[src/hw/riscv_v_pkg.sv]
/*
 * Vector ALU package
 * Slice widths, element-size and operation encodings, shared data types
 */
package riscv_v_pkg;

    localparam int RISCV_V_DATA_WIDTH       = 64;
    localparam int BYTE_WIDTH               = 8;
    localparam int RISCV_V_NUM_BYTES_DATA   = RISCV_V_DATA_WIDTH / BYTE_WIDTH;
    localparam int RISCV_V_NUM_VALID_OSIZES = 4;

    // Shift count split into bit-in-byte and whole-byte parts
    localparam int RISCV_V_BIT_SEL_WIDTH   = $clog2(BYTE_WIDTH);
    localparam int RISCV_V_BYTE_SEL_WIDTH  = $clog2(RISCV_V_NUM_BYTES_DATA);
    localparam int RISCV_V_SHIFT_CNT_WIDTH = RISCV_V_BIT_SEL_WIDTH + RISCV_V_BYTE_SEL_WIDTH;

    typedef logic [1:0] osize_t;

    localparam osize_t OSIZE_8  = 2'd0;
    localparam osize_t OSIZE_16 = 2'd1;
    localparam osize_t OSIZE_32 = 2'd2;
    localparam osize_t OSIZE_64 = 2'd3;

    typedef logic [RISCV_V_NUM_VALID_OSIZES-1:0] osize_vector_t;

    typedef enum logic [2:0] {
        VADD = 3'd0,
        VSUB = 3'd1,
        VAND = 3'd2,
        VOR  = 3'd3,
        VXOR = 3'd4,
        VSLL = 3'd5,
        VSRL = 3'd6,
        VSRA = 3'd7
    } riscv_v_alu_op_t;

    typedef logic [BYTE_WIDTH-1:0] Byte_t;
    typedef Byte_t [RISCV_V_NUM_BYTES_DATA-1:0] riscv_v_src_byte_vector_t;

    // Bit i set when byte i and byte i+1 share an element
    typedef logic [RISCV_V_NUM_BYTES_DATA-1:0] riscv_v_merge_data_t;

    typedef logic [RISCV_V_SHIFT_CNT_WIDTH-1:0] riscv_v_shift_cnt_t;

    typedef struct packed {
        riscv_v_src_byte_vector_t data;
        riscv_v_merge_data_t      merge;
    } riscv_v_alu_data_t;

endpackage : riscv_v_pkg
[src/hw/riscv_v_alu_if.sv]
/*
 * Vector ALU decoded-operation bundle
 * Carries the decode stage output to the execution units and result stage
 */
`timescale 1ns/1ps

interface riscv_v_alu_if
    import riscv_v_pkg::*;
();

    logic              valid;
    riscv_v_alu_op_t   op;
    logic              is_shift;
    logic              is_left;
    logic              is_arith;
    osize_vector_t     osize_vector;
    osize_vector_t     is_greater_osize_vector;
    riscv_v_alu_data_t srca;
    riscv_v_alu_data_t srcb;

    modport decode (
        output valid, op, is_shift, is_left, is_arith,
        output osize_vector, is_greater_osize_vector, srca, srcb
    );

    modport shift (input is_left, is_arith, osize_vector, is_greater_osize_vector, srca, srcb);

    modport intu (input op, srca, srcb);

    modport sel (input valid, is_shift);

endinterface : riscv_v_alu_if

[src/hw/riscv_v_alu.sv]
/*
 * Vector integer ALU slice
 * Decode, shifter and integer unit side by side, registered result
 */
`timescale 1ns/1ps

module riscv_v_alu
    import riscv_v_pkg::*;
(
    input  logic                          clk,
    input  logic                          rst_n,
    input  logic                          in_valid,
    input  riscv_v_alu_op_t               op,
    input  osize_t                        osize,
    input  logic [RISCV_V_DATA_WIDTH-1:0] srca,
    input  logic [RISCV_V_DATA_WIDTH-1:0] srcb,
    output logic                          out_valid,
    output logic [RISCV_V_DATA_WIDTH-1:0] result
);

    riscv_v_alu_if alu_if ();

    logic [RISCV_V_DATA_WIDTH-1:0] shift_result;
    logic [RISCV_V_DATA_WIDTH-1:0] int_result;

    riscv_v_decode u_decode (
        .clk      (clk),
        .rst_n    (rst_n),
        .in_valid (in_valid),
        .op       (op),
        .osize    (osize),
        .srca     (srca),
        .srcb     (srcb),
        .alu_if   (alu_if)
    );

    riscv_v_shifter u_shifter (
        .alu_if (alu_if),
        .result (shift_result)
    );

    riscv_v_int_unit u_int_unit (
        .alu_if (alu_if),
        .result (int_result)
    );

    riscv_v_result_sel u_result_sel (
        .clk          (clk),
        .rst_n        (rst_n),
        .shift_result (shift_result),
        .int_result   (int_result),
        .alu_if       (alu_if),
        .out_valid    (out_valid),
        .result       (result)
    );

endmodule : riscv_v_alu

[src/hw/riscv_v_result_sel.sv]
/*
 * Vector ALU result stage
 * Picks the shifter or integer-unit output and registers it
 */
`timescale 1ns/1ps

module riscv_v_result_sel
    import riscv_v_pkg::*;
(
    input  logic                          clk,
    input  logic                          rst_n,
    input  logic [RISCV_V_DATA_WIDTH-1:0] shift_result,
    input  logic [RISCV_V_DATA_WIDTH-1:0] int_result,
    riscv_v_alu_if.sel                    alu_if,
    output logic                          out_valid,
    output logic [RISCV_V_DATA_WIDTH-1:0] result
);

    always_ff @(posedge clk) begin
        if (!rst_n) begin
            out_valid <= 1'b0;
            result    <= '0;
        end else begin
            out_valid <= alu_if.valid;
            // Hold the last result through gaps
            if (alu_if.valid) begin
                result <= alu_if.is_shift ? shift_result : int_result;
            end
        end
    end

    // Decode and result stage both come out of reset empty
    assert property (@(posedge clk) $rose(rst_n) |-> !out_valid ##1 !out_valid)
        else $error("result_sel: out_valid high right after reset release");

endmodule : riscv_v_result_sel

[src/hw/riscv_v_int_unit.sv]
/*
 * Vector integer unit
 * Byte-lane add and subtract with the carry cut at element edges,
 * plus bitwise logic
 */
`timescale 1ns/1ps

module riscv_v_int_unit
    import riscv_v_pkg::*;
(
    riscv_v_alu_if.intu                   alu_if,
    output logic [RISCV_V_DATA_WIDTH-1:0] result
);

    logic                          is_sub;
    riscv_v_src_byte_vector_t      add_result;
    logic [RISCV_V_DATA_WIDTH-1:0] opa;
    logic [RISCV_V_DATA_WIDTH-1:0] opb;

    assign is_sub = (alu_if.op == VSUB);
    assign opa    = alu_if.srca.data;
    assign opb    = alu_if.srcb.data;

    // Subtract as a + ~b + 1 per element
    always_comb begin
        logic                carry;
        logic [BYTE_WIDTH:0] lane_sum;
        Byte_t               addend;

        carry = is_sub;
        for (int i = 0; i < RISCV_V_NUM_BYTES_DATA; i++) begin
            addend        = is_sub ? ~alu_if.srcb.data[i] : alu_if.srcb.data[i];
            lane_sum      = {1'b0, alu_if.srca.data[i]} + {1'b0, addend}
                          + {{BYTE_WIDTH{1'b0}}, carry};
            add_result[i] = lane_sum[BYTE_WIDTH-1:0];
            // Next element base restarts with the subtract carry
            carry         = alu_if.srcb.merge[i] ? lane_sum[BYTE_WIDTH] : is_sub;
        end
    end

    always_comb begin
        case (alu_if.op)
            VAND:    result = opa & opb;
            VOR:     result = opa | opb;
            VXOR:    result = opa ^ opb;
            default: result = add_result;
        endcase
    end

endmodule : riscv_v_int_unit

[src/hw/riscv_v_shifter.sv]
/*
 * Vector barrel shifter
 * Byte-lane mux network for whole-byte moves followed by per-lane
 * bit shifters, kept inside element boundaries
 */
`timescale 1ns/1ps

module riscv_v_shifter
    import riscv_v_pkg::*;
(
    riscv_v_alu_if.shift              alu_if,
    output riscv_v_src_byte_vector_t  result
);

    riscv_v_shift_cnt_t       cnt_mask;
    riscv_v_shift_cnt_t       shift_cnt [RISCV_V_NUM_BYTES_DATA];
    riscv_v_shift_cnt_t       lane_cnt [RISCV_V_NUM_BYTES_DATA];
    riscv_v_src_byte_vector_t data_in;
    riscv_v_merge_data_t      lane_merge;
    Byte_t                    byte_mux [RISCV_V_BYTE_SEL_WIDTH+1][RISCV_V_NUM_BYTES_DATA];
    riscv_v_src_byte_vector_t lane_shift_in;
    logic [RISCV_V_NUM_BYTES_DATA-1:0] lane_arith;
    riscv_v_src_byte_vector_t lane_result;

    // Count bits above the element width are dropped
    assign cnt_mask = {alu_if.is_greater_osize_vector[RISCV_V_NUM_VALID_OSIZES-1:1],
                       {RISCV_V_BIT_SEL_WIDTH{1'b1}}};

    // Each lane takes the count from the base byte of its element
    always_comb begin
        for (int i = 0; i < RISCV_V_NUM_BYTES_DATA; i++) begin
            shift_cnt[i] = '0;
            for (int k = 0; k < RISCV_V_NUM_VALID_OSIZES; k++) begin
                if (alu_if.osize_vector[k]) begin
                    shift_cnt[i] |= alu_if.srca.data[(i >> k) << k][RISCV_V_SHIFT_CNT_WIDTH-1:0]
                                    & cnt_mask;
                end
            end
        end
    end

    // Byte order reversed for left shifts
    for (genvar i = 0; i < RISCV_V_NUM_BYTES_DATA; i++) begin : g_lane_order
        assign data_in[i]  = alu_if.is_left ? alu_if.srcb.data[RISCV_V_NUM_BYTES_DATA-1-i]
                                            : alu_if.srcb.data[i];
        assign lane_cnt[i] = alu_if.is_left ? shift_cnt[RISCV_V_NUM_BYTES_DATA-1-i]
                                            : shift_cnt[i];
        if (i < RISCV_V_NUM_BYTES_DATA-1) begin : g_merge
            assign lane_merge[i] = alu_if.is_left
                                 ? alu_if.srcb.merge[RISCV_V_NUM_BYTES_DATA-2-i]
                                 : alu_if.srcb.merge[i];
        end else begin : g_merge_top
            assign lane_merge[i] = 1'b0;
        end
        assign byte_mux[0][i] = data_in[i];
    end

    // Stage s moves bytes down by 2^s lanes
    for (genvar s = 0; s < RISCV_V_BYTE_SEL_WIDTH; s++) begin : g_stage
        for (genvar i = 0; i < RISCV_V_NUM_BYTES_DATA; i++) begin : g_lane
            Byte_t fill;

            // Sign of the top byte in this aligned group, zero for logical shifts
            assign fill = {BYTE_WIDTH{alu_if.is_arith &
                           byte_mux[s][((i >> s) << s) + (1 << s) - 1][BYTE_WIDTH-1]}};

            if (i + (1 << s) < RISCV_V_NUM_BYTES_DATA) begin : g_move
                assign byte_mux[s+1][i] =
                    !lane_cnt[i][RISCV_V_BIT_SEL_WIDTH+s] ? byte_mux[s][i] :
                    (&lane_merge[i +: (1 << s)])          ? byte_mux[s][i + (1 << s)] :
                                                            fill;
            end else begin : g_edge
                assign byte_mux[s+1][i] = lane_cnt[i][RISCV_V_BIT_SEL_WIDTH+s]
                                        ? fill : byte_mux[s][i];
            end
        end
    end

    // Bit shift within each lane, neighbour lane feeds the vacated bits
    for (genvar i = 0; i < RISCV_V_NUM_BYTES_DATA; i++) begin : g_bit_shift
        if (i < RISCV_V_NUM_BYTES_DATA-1) begin : g_fill
            assign lane_shift_in[i] = byte_mux[RISCV_V_BYTE_SEL_WIDTH][i+1]
                                    & {BYTE_WIDTH{lane_merge[i]}};
        end else begin : g_fill_top
            assign lane_shift_in[i] = '0;
        end

        // Only the top byte of an element takes the sign fill
        assign lane_arith[i] = alu_if.is_arith & ~lane_merge[i];

        shifter #(
            .WIDTH(BYTE_WIDTH)
        ) u_byte_shifter (
            .src         (byte_mux[RISCV_V_BYTE_SEL_WIDTH][i]),
            .shift       (lane_cnt[i][RISCV_V_BIT_SEL_WIDTH-1:0]),
            .shift_left  (alu_if.is_left),
            .shift_arith (lane_arith[i]),
            .shift_in    (lane_shift_in[i]),
            .result      (lane_result[i])
        );

        assign result[i] = alu_if.is_left ? lane_result[RISCV_V_NUM_BYTES_DATA-1-i]
                                          : lane_result[i];
    end

endmodule : riscv_v_shifter

[src/hw/shifter.sv]
/*
 * Single-lane shifter
 * Right shift with a shift-in word for cross-lane fill, sign fill,
 * and left shift through bit reversal
 */
`timescale 1ns/1ps

module shifter #(
    parameter int WIDTH = 8
) (
    input  logic [WIDTH-1:0]         src,
    input  logic [$clog2(WIDTH)-1:0] shift,
    input  logic                     shift_left,
    input  logic                     shift_arith,
    input  logic [WIDTH-1:0]         shift_in,
    output logic [WIDTH-1:0]         result
);

    logic [WIDTH-1:0]   src_ord;
    logic [WIDTH-1:0]   fill_ord;
    logic [WIDTH-1:0]   fill_word;
    logic [2*WIDTH-1:0] window;
    logic [WIDTH-1:0]   res_ord;

    // Left shifts run as right shifts on bit-reversed data
    always_comb begin
        for (int b = 0; b < WIDTH; b++) begin
            src_ord[b]  = shift_left ? src[WIDTH-1-b] : src[b];
            fill_ord[b] = shift_left ? shift_in[WIDTH-1-b] : shift_in[b];
        end
    end

    assign fill_word = shift_arith ? {WIDTH{src_ord[WIDTH-1]}} : fill_ord;
    assign window    = {fill_word, src_ord};
    assign res_ord   = window[shift +: WIDTH];

    always_comb begin
        for (int b = 0; b < WIDTH; b++) begin
            result[b] = shift_left ? res_ord[WIDTH-1-b] : res_ord[b];
        end
    end

endmodule : shifter

[src/hw/riscv_v_decode.sv]
/*
 * Vector ALU decode stage
 * Registers an operation and expands it into shift flags,
 * element-size vectors and byte merge bits
 */
`timescale 1ns/1ps

module riscv_v_decode
    import riscv_v_pkg::*;
(
    input  logic                          clk,
    input  logic                          rst_n,
    input  logic                          in_valid,
    input  riscv_v_alu_op_t               op,
    input  osize_t                        osize,
    input  logic [RISCV_V_DATA_WIDTH-1:0] srca,
    input  logic [RISCV_V_DATA_WIDTH-1:0] srcb,
    riscv_v_alu_if.decode                 alu_if
);

    osize_vector_t       osize_vector_d;
    osize_vector_t       greater_d;
    riscv_v_merge_data_t merge_d;

    always_comb begin
        osize_vector_d        = '0;
        osize_vector_d[osize] = 1'b1;
        // Bit k marks an element wider than 8*2^(k-1) bits
        for (int k = 0; k < RISCV_V_NUM_VALID_OSIZES; k++) begin
            greater_d[k] = (osize >= k);
        end
        merge_d = '0;
        case (osize)
            OSIZE_8:  merge_d = 8'b0000_0000;
            OSIZE_16: merge_d = 8'b0101_0101;
            OSIZE_32: merge_d = 8'b0111_0111;
            OSIZE_64: merge_d = 8'b0111_1111;
        endcase
    end

    always_ff @(posedge clk) begin
        if (!rst_n) begin
            alu_if.valid <= 1'b0;
        end else begin
            alu_if.valid <= in_valid;
        end
    end

    always_ff @(posedge clk) begin
        alu_if.op                      <= op;
        alu_if.is_shift                <= (op == VSLL) || (op == VSRL) || (op == VSRA);
        alu_if.is_left                 <= (op == VSLL);
        alu_if.is_arith                <= (op == VSRA);
        alu_if.osize_vector            <= osize_vector_d;
        alu_if.is_greater_osize_vector <= greater_d;
        // Both operands carry the element boundaries
        alu_if.srca                    <= {srca, merge_d};
        alu_if.srcb                    <= {srcb, merge_d};
    end

    // A valid operation always carries exactly one element size
    assert property (@(posedge clk) disable iff (!rst_n)
        alu_if.valid |-> $onehot(alu_if.osize_vector))
        else $error("decode: osize_vector is not one-hot for a valid operation");

endmodule : riscv_v_decode

[config.mk]
export PLATFORM = sky130hd
export DESIGN_NAME = riscv_v_alu
export DESIGN_NICKNAME = d
export VERILOG_FILES = /design/src/hw/riscv_v_pkg.sv /design/src/hw/riscv_v_alu_if.sv /design/src/hw/riscv_v_alu.sv /design/src/hw/riscv_v_result_sel.sv /design/src/hw/riscv_v_int_unit.sv /design/src/hw/riscv_v_shifter.sv /design/src/hw/shifter.sv /design/src/hw/riscv_v_decode.sv
export SDC_FILE = /design/constraint.sdc
export NUM_CORES = 1
export LEC_CHECK = 0
export BUFFER_PORTS_ARGS = -buffer_cell sky130_fd_sc_hd__buf_2
export CAP_MARGIN = 20
export CORE_UTILIZATION = 43
export DETAILED_ROUTE_END_ITERATION = 7
export GPL_TIMING_DRIVEN = 1
export SYNTH_ARGS = -nofsm -noshare
export SYNTH_HDL_FRONTEND = slang
export SYNTH_SLANG_ARGS = --single-unit
[constraint.sdc]
create_clock -name clk -period 20.4 [get_ports clk]
set_clock_uncertainty 0.15 [all_clocks]
set_input_delay 2.04 -clock clk [delete_from_list [all_inputs] [get_ports clk]]
set_output_delay 2.04 -clock clk [all_outputs]
set_load 0.05 [all_outputs]
[Word level (Yosys, flattened, before mapping)]
Index checks and enable logic that the tools add are counted.
Word-level totals
  logic and storage cells: 472
  bits of input ports: 136
  output and inout bits: 65
  register bits after elaboration: 214
Cells by class
  $lt $le $gt $ge: 5
  reductions and logical operators: 14
  mux-type cells: 315
  add/sub/neg operators: 16
  bitwise operators: 78
  shift operators: 8
  equal/unequal tests: 10
Operators by type and width (number)
  two-way mux 8 bit: 73
  two-way mux 6 bit: 40
  two-way mux 1 bit: 198
  case mux 64 bit (3 select lines): 1
  bitwise OR 6 bit: 24
  variable part select 16 x 4 -> 8 bit: 8
  bitwise AND 64 bit: 1
  two-way mux 64 bit: 1
  inverter 8 bit: 8
  bitwise OR 64 bit: 1
  XOR 64 bit: 1
  adder 8 x 8 -> 9 bit: 7
  adder 9 x 1 -> 9 bit: 7
  bitwise AND 8 bit: 7
  bitwise AND 6 bit: 8
  case mux 7 bit (4 select lines): 1
  bitwise AND 1 bit: 21
  AND reduction 4 bit: 4
  equality test 3 bit (second input constant): 4
  AND reduction 2 bit: 6
  adder 8 x 1 -> 8 bit: 1
  adder 8 bit: 1
  inverter 1 bit: 7
  equality test 3 x 2 -> 1 bit (second input constant): 2
  10 further kinds: 14

[Longest topological paths before layout]
  depth after elaboration: 23
  depth in mapped cells: 94
  depth with buffers taken out: 92

[Modules after synthesis]
A second synthesis with hierarchy kept.
Second synthesis, totals
  cells, all modules: 3275
  area total of the unflattened synthesis: 26479.1 µm²
Modules (own cells, without submodules)
  shifter: area each 945.9 µm², seq. area each 0.0 µm², times used 8, cells each 120
  riscv_v_int_unit: area each 6776.5 µm², seq. area each 0.0 µm², times used 1, cells each 959
  riscv_v_shifter: area each 6309.8 µm², seq. area each 0.0 µm², times used 1, cells each 898
  riscv_v_decode: area each 3042.9 µm², seq. area each 2842.7 µm², times used 1, cells each 172
  riscv_v_result_sel: area each 2782.7 µm², seq. area each 1301.2 µm², times used 1, cells each 286

[Worst setup path after synthesis]
No wires, ideal clock.
  kind: register to register
  start point: register u_decode.alu_if.op[0]
  end point: register u_result_sel.result[62]
  cell stages (with the launch flop): 95
  path buffers: 2
  path slack: 4.763 ns
  arrival time: 15.370 ns
  required time: 20.134 ns
  setup time: 0.116 ns
  path through: dfxtp_1 clkbuf_1 nor3b_1 clkbuf_1 xnor2_1 inv_1 fa_1 nor2b_1 o21ai_0 a21boi_0 o21ai_0 nand2_1 and2_1 o21ai_0 a31o_2 fa_1 fa_1 nor2b_1 [... 59 more ...] and2_1 o21ai_0 nand2b_1 and2_1 o21ai_0 a31oi_1 fa_1 fa_1 a21oi_1 nor2_1 nor2_1 o21bai_1 a21oi_1 xnor2_1 a221oi_1 o2bb2ai_1 a22o_1 a31o_2
On the way
  cells in the longest elaborated chain, start to end: 20
  elaborated cells on any way between the ends: 37
RTL lines
  start: declaration: line riscv_v_alu_if.sv:22  | output valid, op, is_shift, is_left, is_arith,
  equality test 3 x 1 -> 1 bit: line riscv_v_int_unit.sv:20  | assign is_sub = (alu_if.op == VSUB);
  two-way mux 8 bit: line riscv_v_int_unit.sv:32  | addend = is_sub ? ~alu_if.srcb.data[i] : alu_if.srcb.data[i];
  adder 8 x 8 -> 9 bit: line riscv_v_int_unit.sv:33  | lane_sum = {1'b0, alu_if.srca.data[i]} + {1'b0, addend}
  adder 9 x 1 -> 9 bit: line riscv_v_int_unit.sv:34  | + {{BYTE_WIDTH{1'b0}}, carry};
  two-way mux 1 bit: line riscv_v_int_unit.sv:37  | carry = alu_if.srcb.merge[i] ? lane_sum[BYTE_WIDTH] : is_sub;
  adder 9 x 1 -> 9 bit: line riscv_v_int_unit.sv:34
  two-way mux 1 bit: line riscv_v_int_unit.sv:37
  adder 9 x 1 -> 9 bit: line riscv_v_int_unit.sv:34
  [... 4 more ...]
  two-way mux 1 bit: line riscv_v_int_unit.sv:37
  adder 9 x 1 -> 9 bit: line riscv_v_int_unit.sv:34
  two-way mux 1 bit: line riscv_v_int_unit.sv:37
  adder 9 x 1 -> 9 bit: line riscv_v_int_unit.sv:34
  two-way mux 1 bit: line riscv_v_int_unit.sv:37
  adder 8 x 1 -> 8 bit: line riscv_v_int_unit.sv:34
  case mux 64 bit (3 select lines) *: line riscv_v_int_unit.sv:42  | case (alu_if.op)
  two-way mux 64 bit *: line riscv_v_result_sel.sv:27  | result <= alu_if.is_shift ? shift_result : int_result;
  end signal: assignment: line riscv_v_result_sel.sv:27
  end: declaration: line riscv_v_result_sel.sv:16  | output logic [RISCV_V_DATA_WIDTH-1:0] result
Every way passes the cells marked *; elsewhere a longest branch is shown, timed or not.
A chain may end at the register's enable or synchronous reset.

[Worst setup path in the final report]
Same ends and word-level chain as after synthesis.

==> reports/results.tsv <==
metric	value	unit
number of CTS-inserted buffers	27	
Hold/Removal Path Class	reg -> reg	
input/output buffers	200	
Post-synth ARST share	0	%
CP endpoint kind	flip-flop	
FF+latch area	4179	um^2
clk sinks	208	
Root Buffer	clkbuf_16	
Max Clk Rate	55.25	MHz
setup bufs post-CTS	0	
Worst Max-Slew Pin Slew	1.317	ns
startpoint type of the worst setup path	flip-flop	
Rel. slew slack	11.31	%
EDFF count, synth	0	
grt total ovfl	0	
routed length per placed instance	34.21	um
CP most frequent cell	o21ai_0	
PwrDens	72.98	nW/um^2
FP Rows	85	
drt initial violations	4710	
fin crit share	88.73	%
clock buffer depth	3	
Syn. warnings	0	
Total Wirelength	134300	um
synthesized flop and latch total	208	
initial antenna violation count	5	
Max H-tree Level	1	
Clk pin slew, worst setup/hold paths	0.06	ns
DIE WIDTH	237.1	um
critical path arrival	18.40	ns
LEAKAGE	11.02	nW
Worst Path Required	20.70	ns
multi-input gate area in the final layout	17910	um^2
DR pass1 iterations	7	
Synth Instances	3127	
Worst VDD drop	0.07258	mV
sequential-to-total area share from yosys stat	17.53	%
commonest non-fill, non-tap cell in the layout	a21oi_1	
Final setup viols	0	
unrepaired setup endpoints after global routing	no	
GPL Wtd Cong	1.071	
Max-Cap Viols	0	
worst-path fanout max	58	
Hold Buf Count CTS	0	
vias in the first global route	25160	
fin area	26060	um^2
Filler cells	5484	
Unique masters post-synth	122	
layout cells sized above 1	14.72	%
GRT Resource Usage Total	45.84	%
first-pass GRT wire length	185600	um
worst skew pair latency	0.60	ns
Final HPWL DP	106500	um
Slowest-stage cell, CP	dfxtp_4	
most frequent cells in the layout	263 x a21oi_1, 249 x o21ai_0, 240 x nand2_1	
clock period minus worst slack	18.10	ns
Finished Core Util	48.04	%
Area Growth Syn to Fin	9.664	%
Cell Area, Placed	25100	um^2
final hold viol count	0	
final slew viol count	0	
die height	237.1	um
core area	54240	um^2
outcome	complete, no violations	
synthesized area	23760	um^2
syn avg cell area	7.598	um^2
crit path kind	reg -> reg	
cts repair resizes	0	
die area	56200	um^2
Vias/cell	7.130	
setup TNS	0	ns
Syn Nets	3461	
max incr delay on CP	0.74	ns
via count	27990	
post-route ant nets	0	
Initial Util	43.80	%
Post-synth top flop	dfxtp_1	
Top Ports	201	
Nets	3540	
CTS tree	done	
largest net degree at the start of global routing	77	
Residual DRC	0	
==> worst paths after layout <==
path              slack, ns                 endpoint                    start  cells past startpoint
setup / recovery       2.30  u_result_sel.result[62]    u_decode.alu_if.op[0]                     93
hold / removal         0.35  u_result_sel.result[45]  u_result_sel.result[45]                      2
setup reg to reg       2.30  u_result_sel.result[62]    u_decode.alu_if.op[0]                     93
hold reg to reg        0.35  u_result_sel.result[45]  u_result_sel.result[45]                      2
==> stage by stage <==
stage	cells	worst slack, ns	power (mW)	hold slack (ns)
after detailed placement	3866	2.624	1.356	0.3335
after global routing	3923	1.039	1.945	0.3705
final	3925	2.299	1.902	0.3514
after CTS	3916	2.506	1.849	0.3418
after global placement	3865	2.847	1.350	0.3199
after floorplan	3127	4.763	1.031	0.5081
==> sequential cells by signal (all words and copies together), names as in the netlist <==
name / count
u_result_sel.out_valid: 1
u_decode.alu_if.is_left: 1
u_decode.alu_if.is_shift: 1
u_decode.alu_if.srca: 64
u_decode.alu_if.osize_vector: 3
u_decode.alu_if.srcb: 67
u_decode.alu_if.valid: 1
u_decode.alu_if.op: 3
u_result_sel.result: 64
u_decode.alu_if.is_arith: 1
u_decode.alu_if.is_greater_osize_vector: 2
==> per-layer routing <==
layer	track usage, %	up-vias	share of wire [%]
li1	-	11940	-
met1	60.19	13400	39
met2	66.25	2226	40
met3	13.73	418	14
met4	26.14	0	7.2
met5	0	-	0
==> cell usage after synthesis (67+ instances only) <==
cell type | n | area share [%]
nand3_1 | 67 | 1.4
xnor2_1 | 79 | 2.9
o21ai_0 | 249 | 5.2
a21oi_1 | 263 | 5.5
nor2_1 | 237 | 3.7
a211oi_1 | 69 | 2.2
inv_1 | 167 | 2.6
ha_1 | 183 | 9.6
clkbuf_1 | 134 | 2.1
o221ai_1 | 77 | 2.8
mux2i_1 | 124 | 5.2
nand2_1 | 241 | 3.8
dfxtp_1 | 208 | 18
==> area by class of cell <==
| class | instances | area share (%) |
|---|---|---|
| Multi-Input combinational cell | 2525 | 68.72 |
| Sequential cell | 208 | 16.04 |
| Clock inverter | 16 | 0.7011 |
| Inverter | 171 | 2.468 |
| Clock buffer | 34 | 2.771 |
| Antenna cell | 2 | 0.01921 |
| Tap cell | 696 | 3.342 |
| Timing Repair Buffer | 273 | 5.935 |
==> power by group <==
group	internal [mW]	leakage [nW]	total, mW	switching (mW)
registers	0.434	1.74	0.487	0.0525
logic	0.286	8.85	0.918	0.632
clock network	0.282	0.436	0.497	0.215
==> cell families after synthesis <==
group	synth area share, %
AOI/OAI and AO/OA	36.64
xor gates and xnor gates	3.391
DFF	17.53
buffers and inverters	7.220
adders and majority gates	10.90
muxes	7.999
and+or+nand+nor	16.32
==> worst max-delay path: cells and delay by family, from the launching register on <==
kind            cells  cell delay [ns]
flops               1             0.74
fa+ha+maj          15             6.48
compound gates     38             5.08
xor+xnor            2             0.34
simple gates       36             4.42
buf+inv             2             0.66
(Power assumes the default switching activity.)
